--- src/design/fm_defs.svh ---
// ----------------------------------------
// fixed values of the FM register front end
// register addresses, channel count, busy length and
// timer B prescaler; include where a module needs them
// ----------------------------------------
`ifndef FM_DEFS_SVH
`define FM_DEFS_SVH

`define FM_NUM_CH        6

// global registers
`define FM_REG_LFO       8'h22
`define FM_REG_CLKA1     8'h24
`define FM_REG_CLKA2     8'h25
`define FM_REG_CLKB      8'h26
`define FM_REG_TIMER     8'h27
`define FM_REG_KON       8'h28
`define FM_REG_CLK_N6    8'h2D
`define FM_REG_CLK_N3    8'h2E
`define FM_REG_CLK_N2    8'h2F

// channel register bases, low two bits give the channel
`define FM_REG_FNUM_LO   8'hA0
`define FM_REG_FNUM_HI   8'hA4
`define FM_REG_ALG       8'hB0

`define FM_BUSY_LEN      32   // clk_en pulses
`define FM_TB_PRESCALE   16   // clk_en pulses per timer B step

`endif

--- src/design/fm_pkg.sv ---
// ----------------------------------------
// vector types of the FM register front end
// shared by the RTL and the testbench
// ----------------------------------------
package fm_pkg;

    typedef logic [7:0]  reg_addr_t;  // selected register
    typedef logic [7:0]  reg_data_t;  // host data byte
    typedef logic [2:0]  chan_t;      // bank in bit 2, channel in bits 1..0
    typedef logic [10:0] fnum_t;
    typedef logic [2:0]  block_t;
    typedef logic [2:0]  alg_t;
    typedef logic [2:0]  fb_t;
    typedef logic [9:0]  timer_a_t;
    typedef logic [7:0]  timer_b_t;
    typedef logic [1:0]  div_sel_t;   // 10 -> /6, 11 -> /3, 0x -> /2

    // channel 3 within a bank does not exist
    function automatic logic chan_valid(input chan_t ch);
        return ch[1:0] != 2'b11;
    endfunction

    // linear index 0..5 of a banked channel number
    function automatic chan_t chan_idx(input chan_t ch);
        chan_t base;
        base = {1'b0, ch[1:0]};
        return ch[2] ? base + 3'd3 : base;
    endfunction

endpackage

--- src/design/fm_clk_div.sv ---
// ----------------------------------------
// synthesizer clock enable from the host cen
// divides cen pulses by 6, 3 or 2 as div_sel says
// ----------------------------------------
`timescale 1ns/1ps

module fm_clk_div (
    input  logic             clk,
    input  logic             rst,
    input  logic             cen,
    input  fm_pkg::div_sel_t div_sel,
    output logic             clk_en
);
    import fm_pkg::*;

    logic [2:0] cen_cnt;
    logic [2:0] last;       // wrap point of cen_cnt
    div_sel_t   div_sel_q;

    always_comb begin
        case (div_sel)
            2'b10:   last = 3'd5;
            2'b11:   last = 3'd2;
            default: last = 3'd1;
        endcase
    end

    always_ff @(posedge clk) begin
        if (rst) begin
            cen_cnt   <= 3'd1;  // no pulse on the first cen out of reset
            div_sel_q <= 2'b10;
        end else begin
            div_sel_q <= div_sel;
            if (div_sel != div_sel_q)
                cen_cnt <= '0;  // new ratio, count again
            else if (cen)
                cen_cnt <= (cen_cnt == last) ? 3'd0 : cen_cnt + 3'd1;
        end
    end

    assign clk_en = cen && (cen_cnt == 3'd0);

endmodule

--- src/design/fm_mmr.sv ---
// ----------------------------------------
// host register decoder
// even address selects a register, odd address writes it;
// drives global fields, channel strobes, busy and div_sel
// ----------------------------------------
`timescale 1ns/1ps
`include "fm_defs.svh"

module fm_mmr (
    input  logic              clk,
    input  logic              rst,
    input  fm_pkg::reg_data_t din,
    input  logic              write,
    input  logic [1:0]        addr,
    input  logic              clk_en,
    output logic              busy,
    output fm_pkg::div_sel_t  div_sel,
    output fm_pkg::reg_data_t wr_data,
    output fm_pkg::chan_t     wr_chan,
    output logic              up_fnum_lo,
    output logic              up_fnum_hi,
    output logic              up_alg,
    output fm_pkg::timer_a_t  value_a,
    output fm_pkg::timer_b_t  value_b,
    output logic              load_a,
    output logic              load_b,
    output logic              enable_irq_a,
    output logic              enable_irq_b,
    output logic              clr_flag_a,
    output logic              clr_flag_b,
    output logic [5:0]        keyon,
    output logic              lfo_en,
    output logic [2:0]        lfo_freq
);
    import fm_pkg::*;

    localparam int BUSY_W = $clog2(`FM_BUSY_LEN);

    reg_addr_t         sel_reg;
    reg_addr_t         ch_base;     // channel register with bank bits masked
    logic              ch_ok;
    logic              data_wr;
    logic              write_q;
    logic [BUSY_W-1:0] busy_cnt;

    assign data_wr = write && addr[0];
    assign ch_base = sel_reg & 8'hFC;
    assign ch_ok   = chan_valid(sel_reg[2:0]);

    always_ff @(posedge clk) begin
        if (rst) begin
            sel_reg  <= '0;
            div_sel  <= 2'b10;      // divide by 6
            value_a  <= '0;
            value_b  <= '0;
            {clr_flag_b, clr_flag_a, enable_irq_b, enable_irq_a, load_b, load_a} <= '0;
            keyon    <= '0;
            lfo_en   <= 1'b0;
            lfo_freq <= '0;
        end else begin
            if (write && !addr[0])
                sel_reg <= din;
            if (data_wr) begin
                case (sel_reg)
                    `FM_REG_LFO:    {lfo_en, lfo_freq} <= din[3:0];
                    `FM_REG_CLKA1:  value_a[9:2] <= din;
                    `FM_REG_CLKA2:  value_a[1:0] <= din[1:0];
                    `FM_REG_CLKB:   value_b <= din;
                    `FM_REG_TIMER: begin
                        {clr_flag_b, clr_flag_a, enable_irq_b, enable_irq_a,
                         load_b, load_a} <= din[5:0];
                    end
                    `FM_REG_KON: begin
                        // any operator bit set turns the channel on
                        if (chan_valid(din[2:0]))
                            keyon[chan_idx(din[2:0])] <= |din[7:4];
                    end
                    `FM_REG_CLK_N6: div_sel[1] <= 1'b1;
                    `FM_REG_CLK_N3: div_sel[0] <= 1'b1;
                    `FM_REG_CLK_N2: div_sel <= 2'b00;
                    default: ;
                endcase
            end else if (clk_en) begin
                clr_flag_a <= 1'b0; // one-shot clear bits
                clr_flag_b <= 1'b0;
            end
        end
    end

    // channel update strobes, one cycle after the data write
    always_ff @(posedge clk) begin
        if (rst) begin
            up_fnum_lo <= 1'b0;
            up_fnum_hi <= 1'b0;
            up_alg     <= 1'b0;
        end else begin
            up_fnum_lo <= data_wr && ch_ok && (ch_base == `FM_REG_FNUM_LO);
            up_fnum_hi <= data_wr && ch_ok && (ch_base == `FM_REG_FNUM_HI);
            up_alg     <= data_wr && ch_ok && (ch_base == `FM_REG_ALG);
        end
    end

    always_ff @(posedge clk) begin
        if (data_wr) begin
            wr_data <= din;
            wr_chan <= {addr[1], sel_reg[1:0]};
        end
    end

    // busy runs for FM_BUSY_LEN clk_en pulses after a data write
    always_ff @(posedge clk) begin
        if (rst) begin
            write_q  <= 1'b0;
            busy     <= 1'b0;
            busy_cnt <= '0;
        end else begin
            write_q <= write;
            if (data_wr && !write_q) begin
                busy     <= 1'b1;
                busy_cnt <= '0;
            end else if (clk_en && busy) begin
                if (busy_cnt == BUSY_W'(`FM_BUSY_LEN - 1))
                    busy <= 1'b0;
                busy_cnt <= busy_cnt + 1'b1;
            end
        end
    end

endmodule

--- src/design/fm_chan_regs.sv ---
// ----------------------------------------
// per-channel fnum, block, algorithm and feedback
// fnum high byte goes through one shared latch;
// combinational read port selected by rd_chan
// ----------------------------------------
`timescale 1ns/1ps
`include "fm_defs.svh"

module fm_chan_regs (
    input  logic              clk,
    input  logic              rst,
    input  fm_pkg::reg_data_t wr_data,
    input  fm_pkg::chan_t     wr_chan,
    input  logic              up_fnum_lo,
    input  logic              up_fnum_hi,
    input  logic              up_alg,
    input  fm_pkg::chan_t     rd_chan,
    output fm_pkg::fnum_t     fnum,
    output fm_pkg::block_t    block,
    output fm_pkg::alg_t      alg,
    output fm_pkg::fb_t       fb
);
    import fm_pkg::*;

    logic [5:0] fnum_latch;     // block in 5:3, fnum msbs in 2:0
    fnum_t      fnum_mem  [`FM_NUM_CH];
    block_t     block_mem [`FM_NUM_CH];
    alg_t       alg_mem   [`FM_NUM_CH];
    fb_t        fb_mem    [`FM_NUM_CH];
    chan_t      wr_idx;
    chan_t      rd_idx;
    logic       rd_ok;

    assign wr_idx = chan_idx(wr_chan);
    assign rd_idx = chan_idx(rd_chan);
    assign rd_ok  = chan_valid(rd_chan);

    always_ff @(posedge clk) begin
        if (rst)
            fnum_latch <= '0;
        else if (up_fnum_hi)
            fnum_latch <= wr_data[5:0];
    end

    always_ff @(posedge clk) begin
        if (up_fnum_lo) begin
            block_mem[wr_idx] <= fnum_latch[5:3];
            fnum_mem[wr_idx]  <= {fnum_latch[2:0], wr_data};
        end
        if (up_alg) begin
            fb_mem[wr_idx]  <= wr_data[5:3];
            alg_mem[wr_idx] <= wr_data[2:0];
        end
    end

    // missing channel reads as zero
    assign fnum  = rd_ok ? fnum_mem[rd_idx]  : '0;
    assign block = rd_ok ? block_mem[rd_idx] : '0;
    assign alg   = rd_ok ? alg_mem[rd_idx]   : '0;
    assign fb    = rd_ok ? fb_mem[rd_idx]    : '0;

endmodule

--- src/design/fm_timers.sv ---
// ----------------------------------------
// timers A and B with flags and interrupt
// counters run up to all ones while load is high,
// then reload and set the flag if enabled
// ----------------------------------------
`timescale 1ns/1ps
`include "fm_defs.svh"

module fm_timers (
    input  logic             clk,
    input  logic             rst,
    input  logic             clk_en,
    input  fm_pkg::timer_a_t value_a,
    input  fm_pkg::timer_b_t value_b,
    input  logic             load_a,
    input  logic             load_b,
    input  logic             enable_irq_a,
    input  logic             enable_irq_b,
    input  logic             clr_flag_a,
    input  logic             clr_flag_b,
    output logic             flag_a,
    output logic             flag_b,
    output logic             irq_n
);
    import fm_pkg::*;

    localparam int PRE_W = $clog2(`FM_TB_PRESCALE);

    timer_a_t          cnt_a;
    timer_b_t          cnt_b;
    logic [PRE_W-1:0]  pre_b;       // timer B prescaler
    logic              load_a_q, load_b_q;
    logic              run_a, run_b;
    logic              pre_wrap;
    logic              ovf_a, ovf_b;

    assign run_a    = clk_en && load_a && load_a_q;
    assign run_b    = clk_en && load_b && load_b_q;
    assign pre_wrap = pre_b == PRE_W'(`FM_TB_PRESCALE - 1);
    assign ovf_a    = run_a && (&cnt_a);
    assign ovf_b    = run_b && pre_wrap && (&cnt_b);

    always_ff @(posedge clk) begin
        if (rst) begin
            load_a_q <= 1'b0;
            load_b_q <= 1'b0;
            cnt_a    <= '0;
            cnt_b    <= '0;
            pre_b    <= '0;
        end else begin
            load_a_q <= load_a;
            load_b_q <= load_b;
            if ((load_a && !load_a_q) || ovf_a)
                cnt_a <= value_a;
            else if (run_a)
                cnt_a <= cnt_a + 1'b1;
            if (load_b && !load_b_q) begin
                cnt_b <= value_b;
                pre_b <= '0;
            end else if (run_b) begin
                pre_b <= pre_wrap ? '0 : pre_b + 1'b1;
                if (pre_wrap)
                    cnt_b <= ovf_b ? value_b : cnt_b + 1'b1;
            end
        end
    end

    // overflow wins over a pending clear
    always_ff @(posedge clk) begin
        if (rst) begin
            flag_a <= 1'b0;
            flag_b <= 1'b0;
        end else begin
            if (ovf_a && enable_irq_a)
                flag_a <= 1'b1;
            else if (clr_flag_a)
                flag_a <= 1'b0;
            if (ovf_b && enable_irq_b)
                flag_b <= 1'b1;
            else if (clr_flag_b)
                flag_b <= 1'b0;
        end
    end

    assign irq_n = !(flag_a || flag_b);

endmodule

--- src/design/fm_top.sv ---
// ----------------------------------------
// FM register front end top level
// divider, register decoder, channel store and timers
// ----------------------------------------
`timescale 1ns/1ps

module fm_top (
    input  logic              clk,
    input  logic              rst,
    input  fm_pkg::reg_data_t din,
    input  logic              write,
    input  logic [1:0]        addr,
    input  logic              cen,
    input  fm_pkg::chan_t     rd_chan,
    output logic              busy,
    output logic              clk_en,
    output logic              flag_a,
    output logic              flag_b,
    output logic              irq_n,
    output logic [5:0]        keyon,
    output logic              lfo_en,
    output logic [2:0]        lfo_freq,
    output fm_pkg::fnum_t     fnum,
    output fm_pkg::block_t    block,
    output fm_pkg::alg_t      alg,
    output fm_pkg::fb_t       fb
);
    import fm_pkg::*;

    div_sel_t  div_sel;
    reg_data_t wr_data;
    chan_t     wr_chan;
    logic      up_fnum_lo, up_fnum_hi, up_alg;
    timer_a_t  value_a;
    timer_b_t  value_b;
    logic      load_a, load_b, enable_irq_a, enable_irq_b;
    logic      clr_flag_a, clr_flag_b;

    fm_clk_div fm_clk_div_inst (
        .clk(clk), .rst(rst), .cen(cen), .div_sel(div_sel), .clk_en(clk_en)
    );

    fm_mmr fm_mmr_inst (
        .clk(clk), .rst(rst), .din(din), .write(write), .addr(addr), .clk_en(clk_en),
        .busy(busy), .div_sel(div_sel), .wr_data(wr_data), .wr_chan(wr_chan),
        .up_fnum_lo(up_fnum_lo), .up_fnum_hi(up_fnum_hi), .up_alg(up_alg),
        .value_a(value_a), .value_b(value_b), .load_a(load_a), .load_b(load_b),
        .enable_irq_a(enable_irq_a), .enable_irq_b(enable_irq_b),
        .clr_flag_a(clr_flag_a), .clr_flag_b(clr_flag_b),
        .keyon(keyon), .lfo_en(lfo_en), .lfo_freq(lfo_freq)
    );

    fm_chan_regs fm_chan_regs_inst (
        .clk(clk), .rst(rst), .wr_data(wr_data), .wr_chan(wr_chan),
        .up_fnum_lo(up_fnum_lo), .up_fnum_hi(up_fnum_hi), .up_alg(up_alg),
        .rd_chan(rd_chan), .fnum(fnum), .block(block), .alg(alg), .fb(fb)
    );

    fm_timers fm_timers_inst (
        .clk(clk), .rst(rst), .clk_en(clk_en),
        .value_a(value_a), .value_b(value_b), .load_a(load_a), .load_b(load_b),
        .enable_irq_a(enable_irq_a), .enable_irq_b(enable_irq_b),
        .clr_flag_a(clr_flag_a), .clr_flag_b(clr_flag_b),
        .flag_a(flag_a), .flag_b(flag_b), .irq_n(irq_n)
    );

endmodule

--- config.mk ---
export PLATFORM = sky130hd
export DESIGN_NAME = fm_top
export DESIGN_NICKNAME = d
export VERILOG_FILES = /design/src/design/fm_pkg.sv /design/src/design/fm_clk_div.sv /design/src/design/fm_mmr.sv /design/src/design/fm_chan_regs.sv /design/src/design/fm_timers.sv /design/src/design/fm_top.sv
export VERILOG_INCLUDE_DIRS = /design/src /design/src/design
export SDC_FILE = /design/constraint.sdc
export NUM_CORES = 1
export LEC_CHECK = 0
export BUFFER_PORTS_ARGS = -buffer_cell sky130_fd_sc_hd__clkbuf_2
export CAP_MARGIN = 5
export CORE_AREA = 2 2 140 142
export DETAILED_ROUTE_END_ITERATION = 12
export DIE_AREA = 0 0 142 144
export PLACE_DENSITY = 0.72
export SYNTH_ARGS = -nofsm -noshare
export SYNTH_HDL_FRONTEND = slang
export SYNTH_HIERARCHICAL = 1
export SYNTH_SLANG_ARGS = --single-unit
--- constraint.sdc ---
create_clock -name clk -period 7.46 [get_ports clk]
set_clock_uncertainty 0.05 [all_clocks]
set_input_delay 1.492 -clock clk [delete_from_list [all_inputs] [get_ports clk]]
set_output_delay 1.492 -clock clk [all_outputs]
set_load 0.01 [all_outputs]
### Word-level counts from Yosys, hierarchy flattened

Memories as Yosys holds them, arrays and structs flattened.
Cells that the tools add are included.

* register bits after elaboration: 102
* memory bits (writable): 120
* input bits: 17
* output and inout port bits: 35
* word-level logic and storage cells: 166
* memories kept: 4

* add/sub/neg operators: 8
* $lt $le $gt $ge: 2
* eq/ne operators: 22
* muxes and demuxes: 39
* reduce and logical (&&, ||, !) cells: 57

Memories
* fm_chan_regs_inst.fnum_mem: words 6, width 11, read ports 1, clocked after memory_dff 0, write ports 1, RTL line fm_chan_regs.sv:26 `` fnum_t fnum_mem [`FM_NUM_CH]; ``
* fm_chan_regs_inst.alg_mem: words 6, width 3, read ports 1, clocked after memory_dff 0, write ports 1, RTL line fm_chan_regs.sv:28 `` alg_t alg_mem [`FM_NUM_CH]; ``
* fm_chan_regs_inst.block_mem: words 6, width 3, read ports 1, clocked after memory_dff 0, write ports 1, RTL line fm_chan_regs.sv:27 `` block_t block_mem [`FM_NUM_CH]; ``
* fm_chan_regs_inst.fb_mem: words 6, width 3, read ports 1, clocked after memory_dff 0, write ports 1, RTL line fm_chan_regs.sv:29 `` fb_t fb_mem [`FM_NUM_CH]; ``

Operators with widths (count)
* equality test 8 x 6 -> 1 bit (second input constant): 9
* 2-to-1 mux 8 bit: 4
* nonzero test 2 bit: 11
* logical AND 1 bit: 21
* 2-to-1 mux 3 bit: 7
* 2-to-1 mux 10 bit: 2
* AND reduction 2 bit: 10
* 2-to-1 mux 1 bit: 19
* equality test 6 bit (second input constant): 3
* 2-to-1 mux 11 bit: 1
* adder 10 x 1 -> 10 bit (second input constant): 1
* AND reduction 10 bit: 1
* adder 2 x 2 -> 3 bit (second input constant): 3
* adder 8 x 1 -> 8 bit (second input constant): 1
* != test 2 bit (second input constant): 4
* AND reduction 8 bit: 1
* bitwise mux 6 bit: 1
* case mux 3 bit (2 select lines): 1
* OR reduction 2 bit: 3
* adder 5 x 1 -> 5 bit (second input constant): 1
* equality test 5 bit (second input constant): 1
* logical NOT 1 bit: 5
* adder 4 x 1 -> 4 bit (second input constant): 1
* equality test 2 bit (second input constant): 2
* 13 further kinds: 15

### Logic depth before layout (Yosys ltp)

Gate-level depths: netlist (run 1).

* depth in word-level cells: 10
* mapped depth: 11
* gate-level depth less buffers: 7

### By module

Netlist (run 1), hierarchy kept.

Modules (own cells, without submodules)
* fm_chan_regs: times used 1, cells an instance 380, area an instance 5893.2 um^2, sequential area each 3723.6 um^2
* fm_mmr: times used 1, cells an instance 240, area an instance 2552.4 um^2, sequential area each 1411.4 um^2
* fm_timers: times used 1, cells an instance 180, area an instance 1521.5 um^2, sequential area each 520.5 um^2
* fm_clk_div: times used 1, cells an instance 29, area an instance 294.0 um^2, sequential area each 100.1 um^2

### Worst setup path before layout (run 1)

No wires, ideal clock.

* kind: input to output
* start point: input port rd_chan[0]
* end point: output port alg[0]
* data arrival time: 3472 ps
* required time: 5918 ps
* setup slack: 2446 ps
* stages: 11
* buffers on the path: 5
* cells stage by stage: buf_6 > buf_4 > inv_2 > clkbuf_1 > ha_1 > and2_1 > buf_2 > buf_6 > a22oi_2 > o221ai_2 > a221oi_2

* longest elaborated chain between the ends: 4
* elaborated cells on any way between the ends: 5
* those cells by class: add/sub: 1; eq/ne: 1; mux: 2; memory: 1

RTL lines
* start, declared: RTL line fm_top.sv:14 `input fm_pkg::chan_t rd_chan,`
* adder 2 x 2 -> 3 bit: RTL line fm_pkg.sv:27 `return ch[2] ? base + 3'd3 : base;`
* 2-to-1 mux 3 bit: RTL line fm_pkg.sv:27
* memory read (6 x 3 bit)
* 2-to-1 mux 3 bit *: RTL line fm_chan_regs.sv:59 `assign alg = rd_ok ? alg_mem[rd_idx] : '0;`
* end, declared: RTL line fm_top.sv:25 `output fm_pkg::alg_t alg,`

Every way passes the cells marked *; elsewhere a longest branch is shown, timed or not.

### Worst setup path after layout (run 1)

* start point: input port rd_chan[0]
* end point: output port fnum[4]

* longest elaborated chain between the ends: 4
* elaborated cells on any way between the ends: 5
* those cells by class: add/sub: 1; eq/ne: 1; mux: 2; memory: 1

RTL lines
* adder 2 x 2 -> 3 bit: RTL line fm_pkg.sv:27
* 2-to-1 mux 3 bit: RTL line fm_pkg.sv:27
* memory read (6 x 11 bit)
* 2-to-1 mux 11 bit *: RTL line fm_chan_regs.sv:57 `assign fnum = rd_ok ? fnum_mem[rd_idx] : '0;`
* end, declared: RTL line fm_top.sv:23 `output fm_pkg::fnum_t fnum,`

Marked as above.

==> results of run 1 <==
==> per-stage QoR <==
| stage | util | instances | instance area [um2] | power, uW |
|---|---|---|---|---|
| after floorplan | - | 829 | 10300 | 1460 |
| after global placement | 0.558 | 1086 | 10600 | 1510 |
| after detailed placement | 0.558 | 1086 | 10600 | 1510 |
| after CTS | 0.601 | 1130 | 11500 | 2700 |
| after global routing | 0.601 | 1130 | 11500 | 2760 |
| final | 0.601 | 1130 | 11500 | 2670 |
==> final cells by class <==
class | count | area [um2]
clock inverters | 6 | 40.0
inverters | 21 | 78.8
fillers | 1489 | 7610
well taps | 238 | 298
repair buffers | 61 | 333
multi-input cells | 544 | 4180
clock buffers | 38 | 782
flip-flops and latches | 222 | 5760
==> cells by family (layout without fill, tap and decap cells) <==
logic type                 Yosys count  after routing
AOI/OAI and AO/OA                  150            150
adders and majority gates           12             12
and+or+nand+nor                    241            241
buffers and inverters               63            126
DFF                                222            222
muxes                              132            132
xor gates and xnor gates             9              9
==> cell usage after synthesis, drive strengths merged (14+ instances only) <==
cell / instances
edfxtp: 131
mux2i: 93
dfxtp: 91
nor2: 75
nand2: 54
mux2: 38
a21oi: 33
buf: 25
a22oi: 22
a221oi: 21
inv: 20
nand3: 20
o221ai: 19
clkbuf: 17
o21ai: 15
nand4: 14
==> path summary, 6_finish.rpt <==
kind                                                           start  cells after the start                                    endpoint
worst max register to register      fm_mmr_inst/wr_chan[0]$_DFFE_PP_                      5  fm_chan_regs_inst/fnum_mem[2][8]$_DFFE_PP_
worst min register to register  fm_mmr_inst/busy_cnt[4]$_SDFFE_PP0P_                      2        fm_mmr_inst/busy_cnt[4]$_SDFFE_PP0P_
worst min-delay path            fm_mmr_inst/busy_cnt[4]$_SDFFE_PP0P_                      2        fm_mmr_inst/busy_cnt[4]$_SDFFE_PP0P_
worst max-delay path                                      rd_chan[0]                      7                                     fnum[4]
==> power by group through the flow <==
| stage | sequential [uW] | clock [uW] | combinational, uW |
|---|---|---|---|
| 5_1_grt | 1320 | 1260 | 178 |
| 4_1_cts | 1320 | 1220 | 165 |
| 3_3_place_gp | 1350 | 0 | 163 |
| 3_5_place_dp | 1350 | 0 | 164 |
| 6_report | 1320 | 1190 | 163 |
| 2_1_floorplan | 1340 | 0 | 122 |
==> layout by cell type (no fill, tap or decap), types with 7 or more instances in the layout <==
cell	synthesis	layout
sky130_fd_sc_hd__edfxtp_1	131	131
sky130_fd_sc_hd__mux2i_1	93	93
sky130_fd_sc_hd__dfxtp_1	91	91
sky130_fd_sc_hd__nor2_1	74	74
sky130_fd_sc_hd__nand2_1	54	54
sky130_fd_sc_hd__clkbuf_2	0	52
sky130_fd_sc_hd__a21oi_1	33	33
sky130_fd_sc_hd__mux2_1	30	30
sky130_fd_sc_hd__clkbuf_16	0	29
sky130_fd_sc_hd__inv_1	19	19
sky130_fd_sc_hd__nand3_1	19	19
sky130_fd_sc_hd__o21ai_0	15	15
sky130_fd_sc_hd__nor2b_1	12	12
sky130_fd_sc_hd__a22oi_1	12	12
sky130_fd_sc_hd__ha_1	12	12
sky130_fd_sc_hd__nand4_1	12	12
sky130_fd_sc_hd__a221oi_2	11	11
sky130_fd_sc_hd__buf_4	7	11
sky130_fd_sc_hd__a22oi_2	10	10
sky130_fd_sc_hd__o221ai_2	10	10
sky130_fd_sc_hd__a221oi_1	10	10
sky130_fd_sc_hd__o221ai_1	9	9
sky130_fd_sc_hd__mux2_2	8	8
sky130_fd_sc_hd__nand2b_1	7	7
sky130_fd_sc_hd__a31oi_1	7	7
sky130_fd_sc_hd__and2_1	7	7
sky130_fd_sc_hd__nor3_1	9	7
sky130_fd_sc_hd__xor2_1	7	7
==> per-layer routing <==
layer,global-route usage,vias up
li1,-,3247
met5,0,-
met2,0.375,148
met4,0.0568,0
met1,0.285,3308
met3,0.0272,31
==> worst max-delay path, stage by stage <==
cell and delay [ps]:
sky130_fd_sc_hd__buf_4 530, sky130_fd_sc_hd__inv_2 370, sky130_fd_sc_hd__ha_1 470, sky130_fd_sc_hd__nand2b_1 900, sky130_fd_sc_hd__o221ai_1 250, sky130_fd_sc_hd__a221oi_2 390
sky130_fd_sc_hd__clkbuf_2 190
==> results.md, run 1 <==
Finish:
- 0 antenna diodes ended up in the layout.
- The fraction of final layout cells with drive strength greater than 1 is 0.179.
- The register with the most flip-flops in the layout has 66 of them.
- The most flop-heavy register is fm_chan_regs_inst/fnum_mem.
- In the final design database the tool counted 903 nets.
- The growth of design area from synthesis to finish is 11.8%.

Synth:
- Counting flops with an async set or reset pin after synthesis yields a share of 0.
- When the netlist entered floorplanning its net count stood at 858.
- The simple-gate share of the synthesized area is 0.123.
- After technology mapping, the gate count stands at 829.
- Each instance of the synthesized netlist takes up on average 12.4 um2.
- Of the total synthesized cell area, the portion taken by full adders, half adders and majority gates is 0.0146.
- By area, the combinational part of the netlist is dominated by multiplexers.
- Measured against the total synthesized area, the mux share comes to 0.135.
- In this run the cell area of the synthesized design comes to 0.0103 mm2.
- Of the total synthesized cell area, the portion taken by XOR and XNOR cells is 0.00768.
- Of the synthesized area, sequential elements account for 0.561.
- The most used flip-flop cell after synthesis is sky130_fd_sc_hd__edfxtp_1.
- By area the synthesized netlist is led by sky130_fd_sc_hd__edfxtp_1, sky130_fd_sc_hd__dfxtp_1, sky130_fd_sc_hd__mux2i_1, sky130_fd_sc_hd__mux2_1, sky130_fd_sc_hd__nor2_1.
- The number of warnings issued by yosys is 6.
- Counting flops with a built-in enable in the synthesized netlist gives 131.
- The flip-flop and latch count after synthesis is 222.
- The proportion of netlist area held by the largest area contributor is 0.383.
- The biggest area contributor in the post-synthesis netlist is sky130_fd_sc_hd__edfxtp_1.
- The synthesized-area fraction occupied by ao, oa, aoi and oai cells is 0.127.
- The netlist uses 80 different library cells.

Setup path:
- The arrival time reported for the critical path endpoint is 4640 ps.
- The critical path launch point type is an input pin.
- Data on the critical path is required at its endpoint by 5920 ps.
- Of all nets on the critical path, the largest fanout is 51.
- The worst register-to-register path has a setup slack of 5000 ps.
- The kind of critical path is in2out.
- The worst setup path is captured at an output port.

Place:
- Summed over all nets, the half-perimeter wirelength after detailed placement is 13.4 mm.
- The setup slack after placement is 1260 ps.
- The routability congestion estimate from global placement is 0.824.
- The count of buffers from port buffering is 51.

STA:
- Setup violations remaining at the end of the flow were counted as 0.
- The count of final hold-check violations is 0.
- In the finished design, the share of the clock period the worst path needs comes to 0.828.
- The timing-limited maximum frequency is 162 MHz.
- The count of pins over their slew limit was 0.
- The setup TNS is 0 ps.
- Hold is met by 415 ps.
- Setup repair after global routing left no endpoint under its margin.
- The slew at the pin closest to its max-slew limit is 1210 ps.
- The relative slew slack is 0.195.
- Once routing completed, OpenROAD measured the worst setup slack at 1280 ps.
- After layout, the minimum clock period comes to 6180 ps.

Floorplanning:
- The floorplan has 51 rows.
- The core region is 0.0191 mm2.
- The initial core utilization is 0.538.
- The floorplan step defined a die boundary enclosing 0.0204 mm2.
- The floorplan step set the die width to 142 um.
- The die extent in y is 144 um.
- During I/O placement, the number of pins put on the boundary was 52.

Power:
- The internal power of the cells totals 2090 uW.
- The switching portion of total power is 0.218.
- In this run the static leakage power is 0.00430 uW.
- The net switching component of the power is 581 uW.
- The part of the total power dissipated in sequential elements is 0.495.
- The share of total power dissipated in the clock network is 0.444.
- The worst-case vdd ir drop is 153 uV.
- The share of total power dissipated in combinational logic is 0.061.
- Dividing total power by cell area gives a power density of 233 mW/mm2.

Routing:
- The met2 wirelength from detailed routing is 10.6 mm.
- The detailed-route wire length on metal 1 is 9.65 mm.
- The number of nets with antenna violations after routing is 0.
- For this run, design rule violations remaining after detail routing come to 0.
- In this run, the number of DRC markers left after iteration 0 of detailed routing was 399.
- In the final routed layout, each cell accounts on average for 19.1 um.
- In the routed layout, each cell is associated on average with a via count of 5.96.
- Detailed routing placed a total of 935 um of wire on met3.
- Signal routing reaches up to met4.
- The post-detailed-routing wire length is 21.6 mm.
- The first-pass iteration count of the detailed router is 4.
- The number of vias in the routed layout is 6734.

Global routing:
- The via count of the first global-routing pass is 6535.
- Entering global routing, the biggest net connects 80 pins.
- The global router's overall resource usage is 0.215.
- The number of antenna violations at the first check in global routing is 0.
- The residual overflow from global routing is 0.
- The first global-routing pass estimated 34.7 mm of wire.

Flow run:
- The number of violations of the max-capacitance limit is 0.

Clock network:
- After clock tree synthesis, the setup repair step added 0 buffers.
- Clock latency on the worst-skew pair, taken at its later pin, is 510 ps.
- The post-cts sizing count is 0.
- TritonCTS built the clock tree.
- The number of clock buffers inserted by TritonCTS is 24.
- The longest clock path from root to sink contains 3 buffers.
- The root buffer cell chosen for the clock tree is sky130_fd_sc_hd__clkbuf_16.
- Clock-pin slew was measured on the worst setup and hold paths at 60 ps.
- Hold repair after CTS inserted 0 buffers.
- The tree built by TritonCTS fans out to 222 sinks.
- The deepest level of the CTS H-tree is 1.

Hold path:
- The worst min-delay path class is reg2reg.

Run status:
- The flow ran to the end, and the final reports show no timing, DRC or antenna violations.
Note: power is estimated with default switching activity, not from simulation.
==> inputs of run 2 (changes only) <==
- clock period: 7.46 -> 6.4 ns (I/O delays scaled with it)
==> run 2 against run 1 <==
Hold slack got worse by 2.8 ps. Via count shrank 0.36%. Clock power up 9%. Largest power group unchanged.
==> results.md, run 2 (same netlist as run 1, synthesis figures left out) <==
Clock network:
- The root buffer cell is sky130_fd_sc_hd__clkbuf_16 (unchanged).
- The post-CTS setup buffer count came to 0 (unchanged).
- The number of buffers inserted for hold repair after clock tree synthesis came to 0 (unchanged).
- The number of clock sinks is 222 (unchanged).
- The post-cts sizing count is 0 (unchanged).
- The deepest level of the CTS H-tree came to 1 (unchanged).
- The TritonCTS clock tree was built (unchanged).
- The clock edge transition at the registers on the reported setup and hold paths is 60 ps (about the same).
- The clock insertion delay at the later pin of the skew report is 520 ps (was 510 ps).
- The maximum clock insertion buffer count is 3 (unchanged).
- The number of clock buffers inserted by TritonCTS came to 24 (unchanged).

Routing:
- The per-cell routed wire length is 19.1 um (about the same).
- The number of vias in the routed layout is 6710 (was 6734).
- The first-pass iteration count of the detailed router is 5 (was 4).
- The count of routing violations after the opening detailed-route iteration came to 365 (was 399).
- The number of nets with antenna violations after routing was 0 (unchanged).
- The per-cell via count in the routed design came to 5.93 (was 5.96).
- The post-detailed-routing wire length is 21.6 mm (about the same).
- The number of DRC violations after detailed routing is 0 (unchanged).

Setup path:
- The critical path launch point type is an input pin (unchanged).
- The highest-delay cell along the critical path is sky130_fd_sc_hd__buf_4 (was sky130_fd_sc_hd__nand2b_1).
- The largest fanout of any net on the critical path is 52 (was 51).
- The data required time of the worst path is 5070 ps (was 5920 ps).
- The top cell family by delay on the critical path is buffers and inverters (unchanged).
- Critical path cell sequence: buf_4 > buf_4 > buf_4 > mux2i_1 > a22oi_2 > o221ai_2 > a221oi_2 > clkbuf_2 (was buf_4 > inv_2 > ha_1 > nand2b_1 > o221ai_1 > a221oi_2 > clkbuf_2).
- The arrival time reported for the critical path endpoint is 3740 ps (was 4640 ps).
- The highest cell delay on the worst timing path is 680 ps (was 900 ps).
- The buffers plus inverters on the worst setup path is 4 (was 3).
- The cell repeated most along the worst path is sky130_fd_sc_hd__buf_4.
- The endpoint kind of the worst setup timing path is an output port (unchanged).
- The kind of critical path was in2out (unchanged).

Finish:
- The total of fill cells in the finished design is 1533 (was 1489).
- The fraction of the core area covered by cells at the end of the flow was 0.598 (was 0.601).
- The number of flip-flops in the largest register is 66 (unchanged).
- The net total in the final layout is 905 (was 903).
- The most common cell after layout, fill and taps aside is sky130_fd_sc_hd__edfxtp_1 (unchanged).
- Most used cells in the layout excluding fill and tap cells: sky130_fd_sc_hd__edfxtp_1, sky130_fd_sc_hd__mux2i_1, sky130_fd_sc_hd__dfxtp_1, sky130_fd_sc_hd__nor2_1, sky130_fd_sc_hd__nand2_1 (unchanged).
- The number of diodes added for antenna fixing came to 0 (unchanged).
- The most flop-heavy register is fm_chan_regs_inst/fnum_mem (unchanged).
- The growth of design area from synthesis to finish is 11.2% (was 11.8%).
- The final cell count without fillers is 1132 (was 1130).
- The fraction of final layout cells with drive strength greater than 1 came to 0.179 (about the same).

Global routing:
- The pin count of the biggest net entering global routing is 79 (was 80).
- The residual overflow from global routing is 0 (unchanged).
- The wire length of the first global-routing pass is 34.8 mm (was 34.7 mm).
- The via count of the first global-routing pass was 6604 (was 6535).
- The global router's overall resource usage is 0.215 (about the same).
- The number of antenna violations at the first check in global routing came to 0 (unchanged).

Floorplanning:
- The number of primary I/O pins is 52 (unchanged).
- The die extent in y is 144 um (unchanged).
- The x dimension of the die is 142 um (unchanged).
- The initial core utilization came to 0.538 (unchanged).
- The core outline area is 0.0191 mm2 (unchanged).
- The count of standard-cell rows is 51 (unchanged).
- The total die area is 0.0204 mm2 (unchanged).

STA:
- The timing-limited maximum frequency is 197 MHz.
- The count of pins over their slew limit was 0 (unchanged).
- RSZ-0062 raised after global routing: no (unchanged).
- The slew at the pin closest to its max-slew limit is 1170 ps (was 1210 ps).
- The minimum hold slack is 412 ps (was 415 ps).
- The count of final setup violators was 0 (unchanged).
- The setup TNS came to 0 ps (unchanged).
- The minimum clock period is 5070 ps.
- The count of final hold-check violations is 0 (unchanged).
- The relative slew slack is 0.218 (was 0.195).
- The share of the clock period used by the worst path after layout is 0.793.

Power:
- The worst-case vdd ir drop is 167 uV (was 153 uV).
- The standby leakage power is 0.00428 uW (was 0.00430 uW).
- The ratio of total power to cell area was 266 mW/mm2 (was 233 mW/mm2).

Flow run:
- The number of violations of the max-capacitance limit was 0 (unchanged).

Place:
- The count of buffers from port buffering came to 51 (unchanged).
- The detailed placement HPWL is 13.6 mm (was 13.4 mm).
- The routability congestion estimate from global placement was 0.805 (was 0.824).
- The count of placed standard cells including taps is 1088 (was 1086).

Run status:
- Outcome: finished clean (unchanged).

Hold path:
- The worst min-delay path class is reg2reg (unchanged).
[run 2: changes by cell type in the layout (fill, tap and decap cells not counted)]
cell                        previous run  this run
sky130_fd_sc_hd__buf_4                11        13
sky130_fd_sc_hd__clkbuf_16            29        25
sky130_fd_sc_hd__clkbuf_2             52        51
sky130_fd_sc_hd__clkbuf_8              2         4
sky130_fd_sc_hd__clkinv_1              1         3
sky130_fd_sc_hd__clkinv_2              3         6
sky130_fd_sc_hd__clkinv_4              1         0
sky130_fd_sc_hd__inv_6                 1         0
[run 2: where the power goes]
part	switching, uW	total, uW	leakage (uW)	internal, uW
combinational	119	194	0.00198	74.4
sequential	20.3	1540	0.00193	1520
clock	539	1300	0.000374	761
total	678	3030	0.00428	2350
[run 2: path summary, 6_finish.rpt]
check	startpoint	endpoint	slack [ps]	cells past startpoint
setup / recovery	rd_chan[0]	fnum[6]	1330	8
hold / removal	fm_mmr_inst/keyon[5]$_SDFFE_PP0P_	fm_mmr_inst/keyon[5]$_SDFFE_PP0P_	410	2
setup reg to reg	fm_clk_div_inst/cen_cnt[1]$_SDFFE_PP0P_	fm_timers_inst/cnt_a[9]$_SDFFE_PP0P_	3620	7
hold reg to reg	fm_mmr_inst/keyon[5]$_SDFFE_PP0P_	fm_mmr_inst/keyon[5]$_SDFFE_PP0P_	410	2
[run 2: final cells by class]
| type | instances | area [um2] | area share |
|---|---|---|---|
| inverters | 21 | 78.8 | 0.00691 |
| flip-flops and latches | 222 | 5760 | 0.504 |
| clock inverters | 9 | 45.0 | 0.00395 |
| multi-input cells | 544 | 4180 | 0.367 |
| clock buffers | 35 | 704 | 0.0617 |
| repair buffers | 63 | 348 | 0.0305 |
| well taps | 238 | 298 | 0.0261 |
[run 2: routing by layer]
layer / global-route usage / up-vias / part of all wire
met5: 0 / - / 0
met4: 0.0505 / 0 / 0.016
met3: 0.0305 / 30 / 0.039
met2: 0.382 / 125 / 0.50
met1: 0.281 / 3298 / 0.45
li1: - / 3257 / -
[run 2: per-stage QoR]
step	power [uW]	area, um2	setup slack [ps]
final	3030	11400	1330
after CTS	3060	11400	1320
after global placement	1760	10700	1370
after global routing	3130	11400	1170
after floorplan	1700	10300	1810
after detailed placement	1760	10700	1330
[run 2: worst register-to-register path: cells and delay by family, from the launching register on]
kind	cells	cell delay, ps
flops	1	340
compound gates	2	800
fa+ha+maj	1	130
simple gates	3	1220
buf+inv	1	90
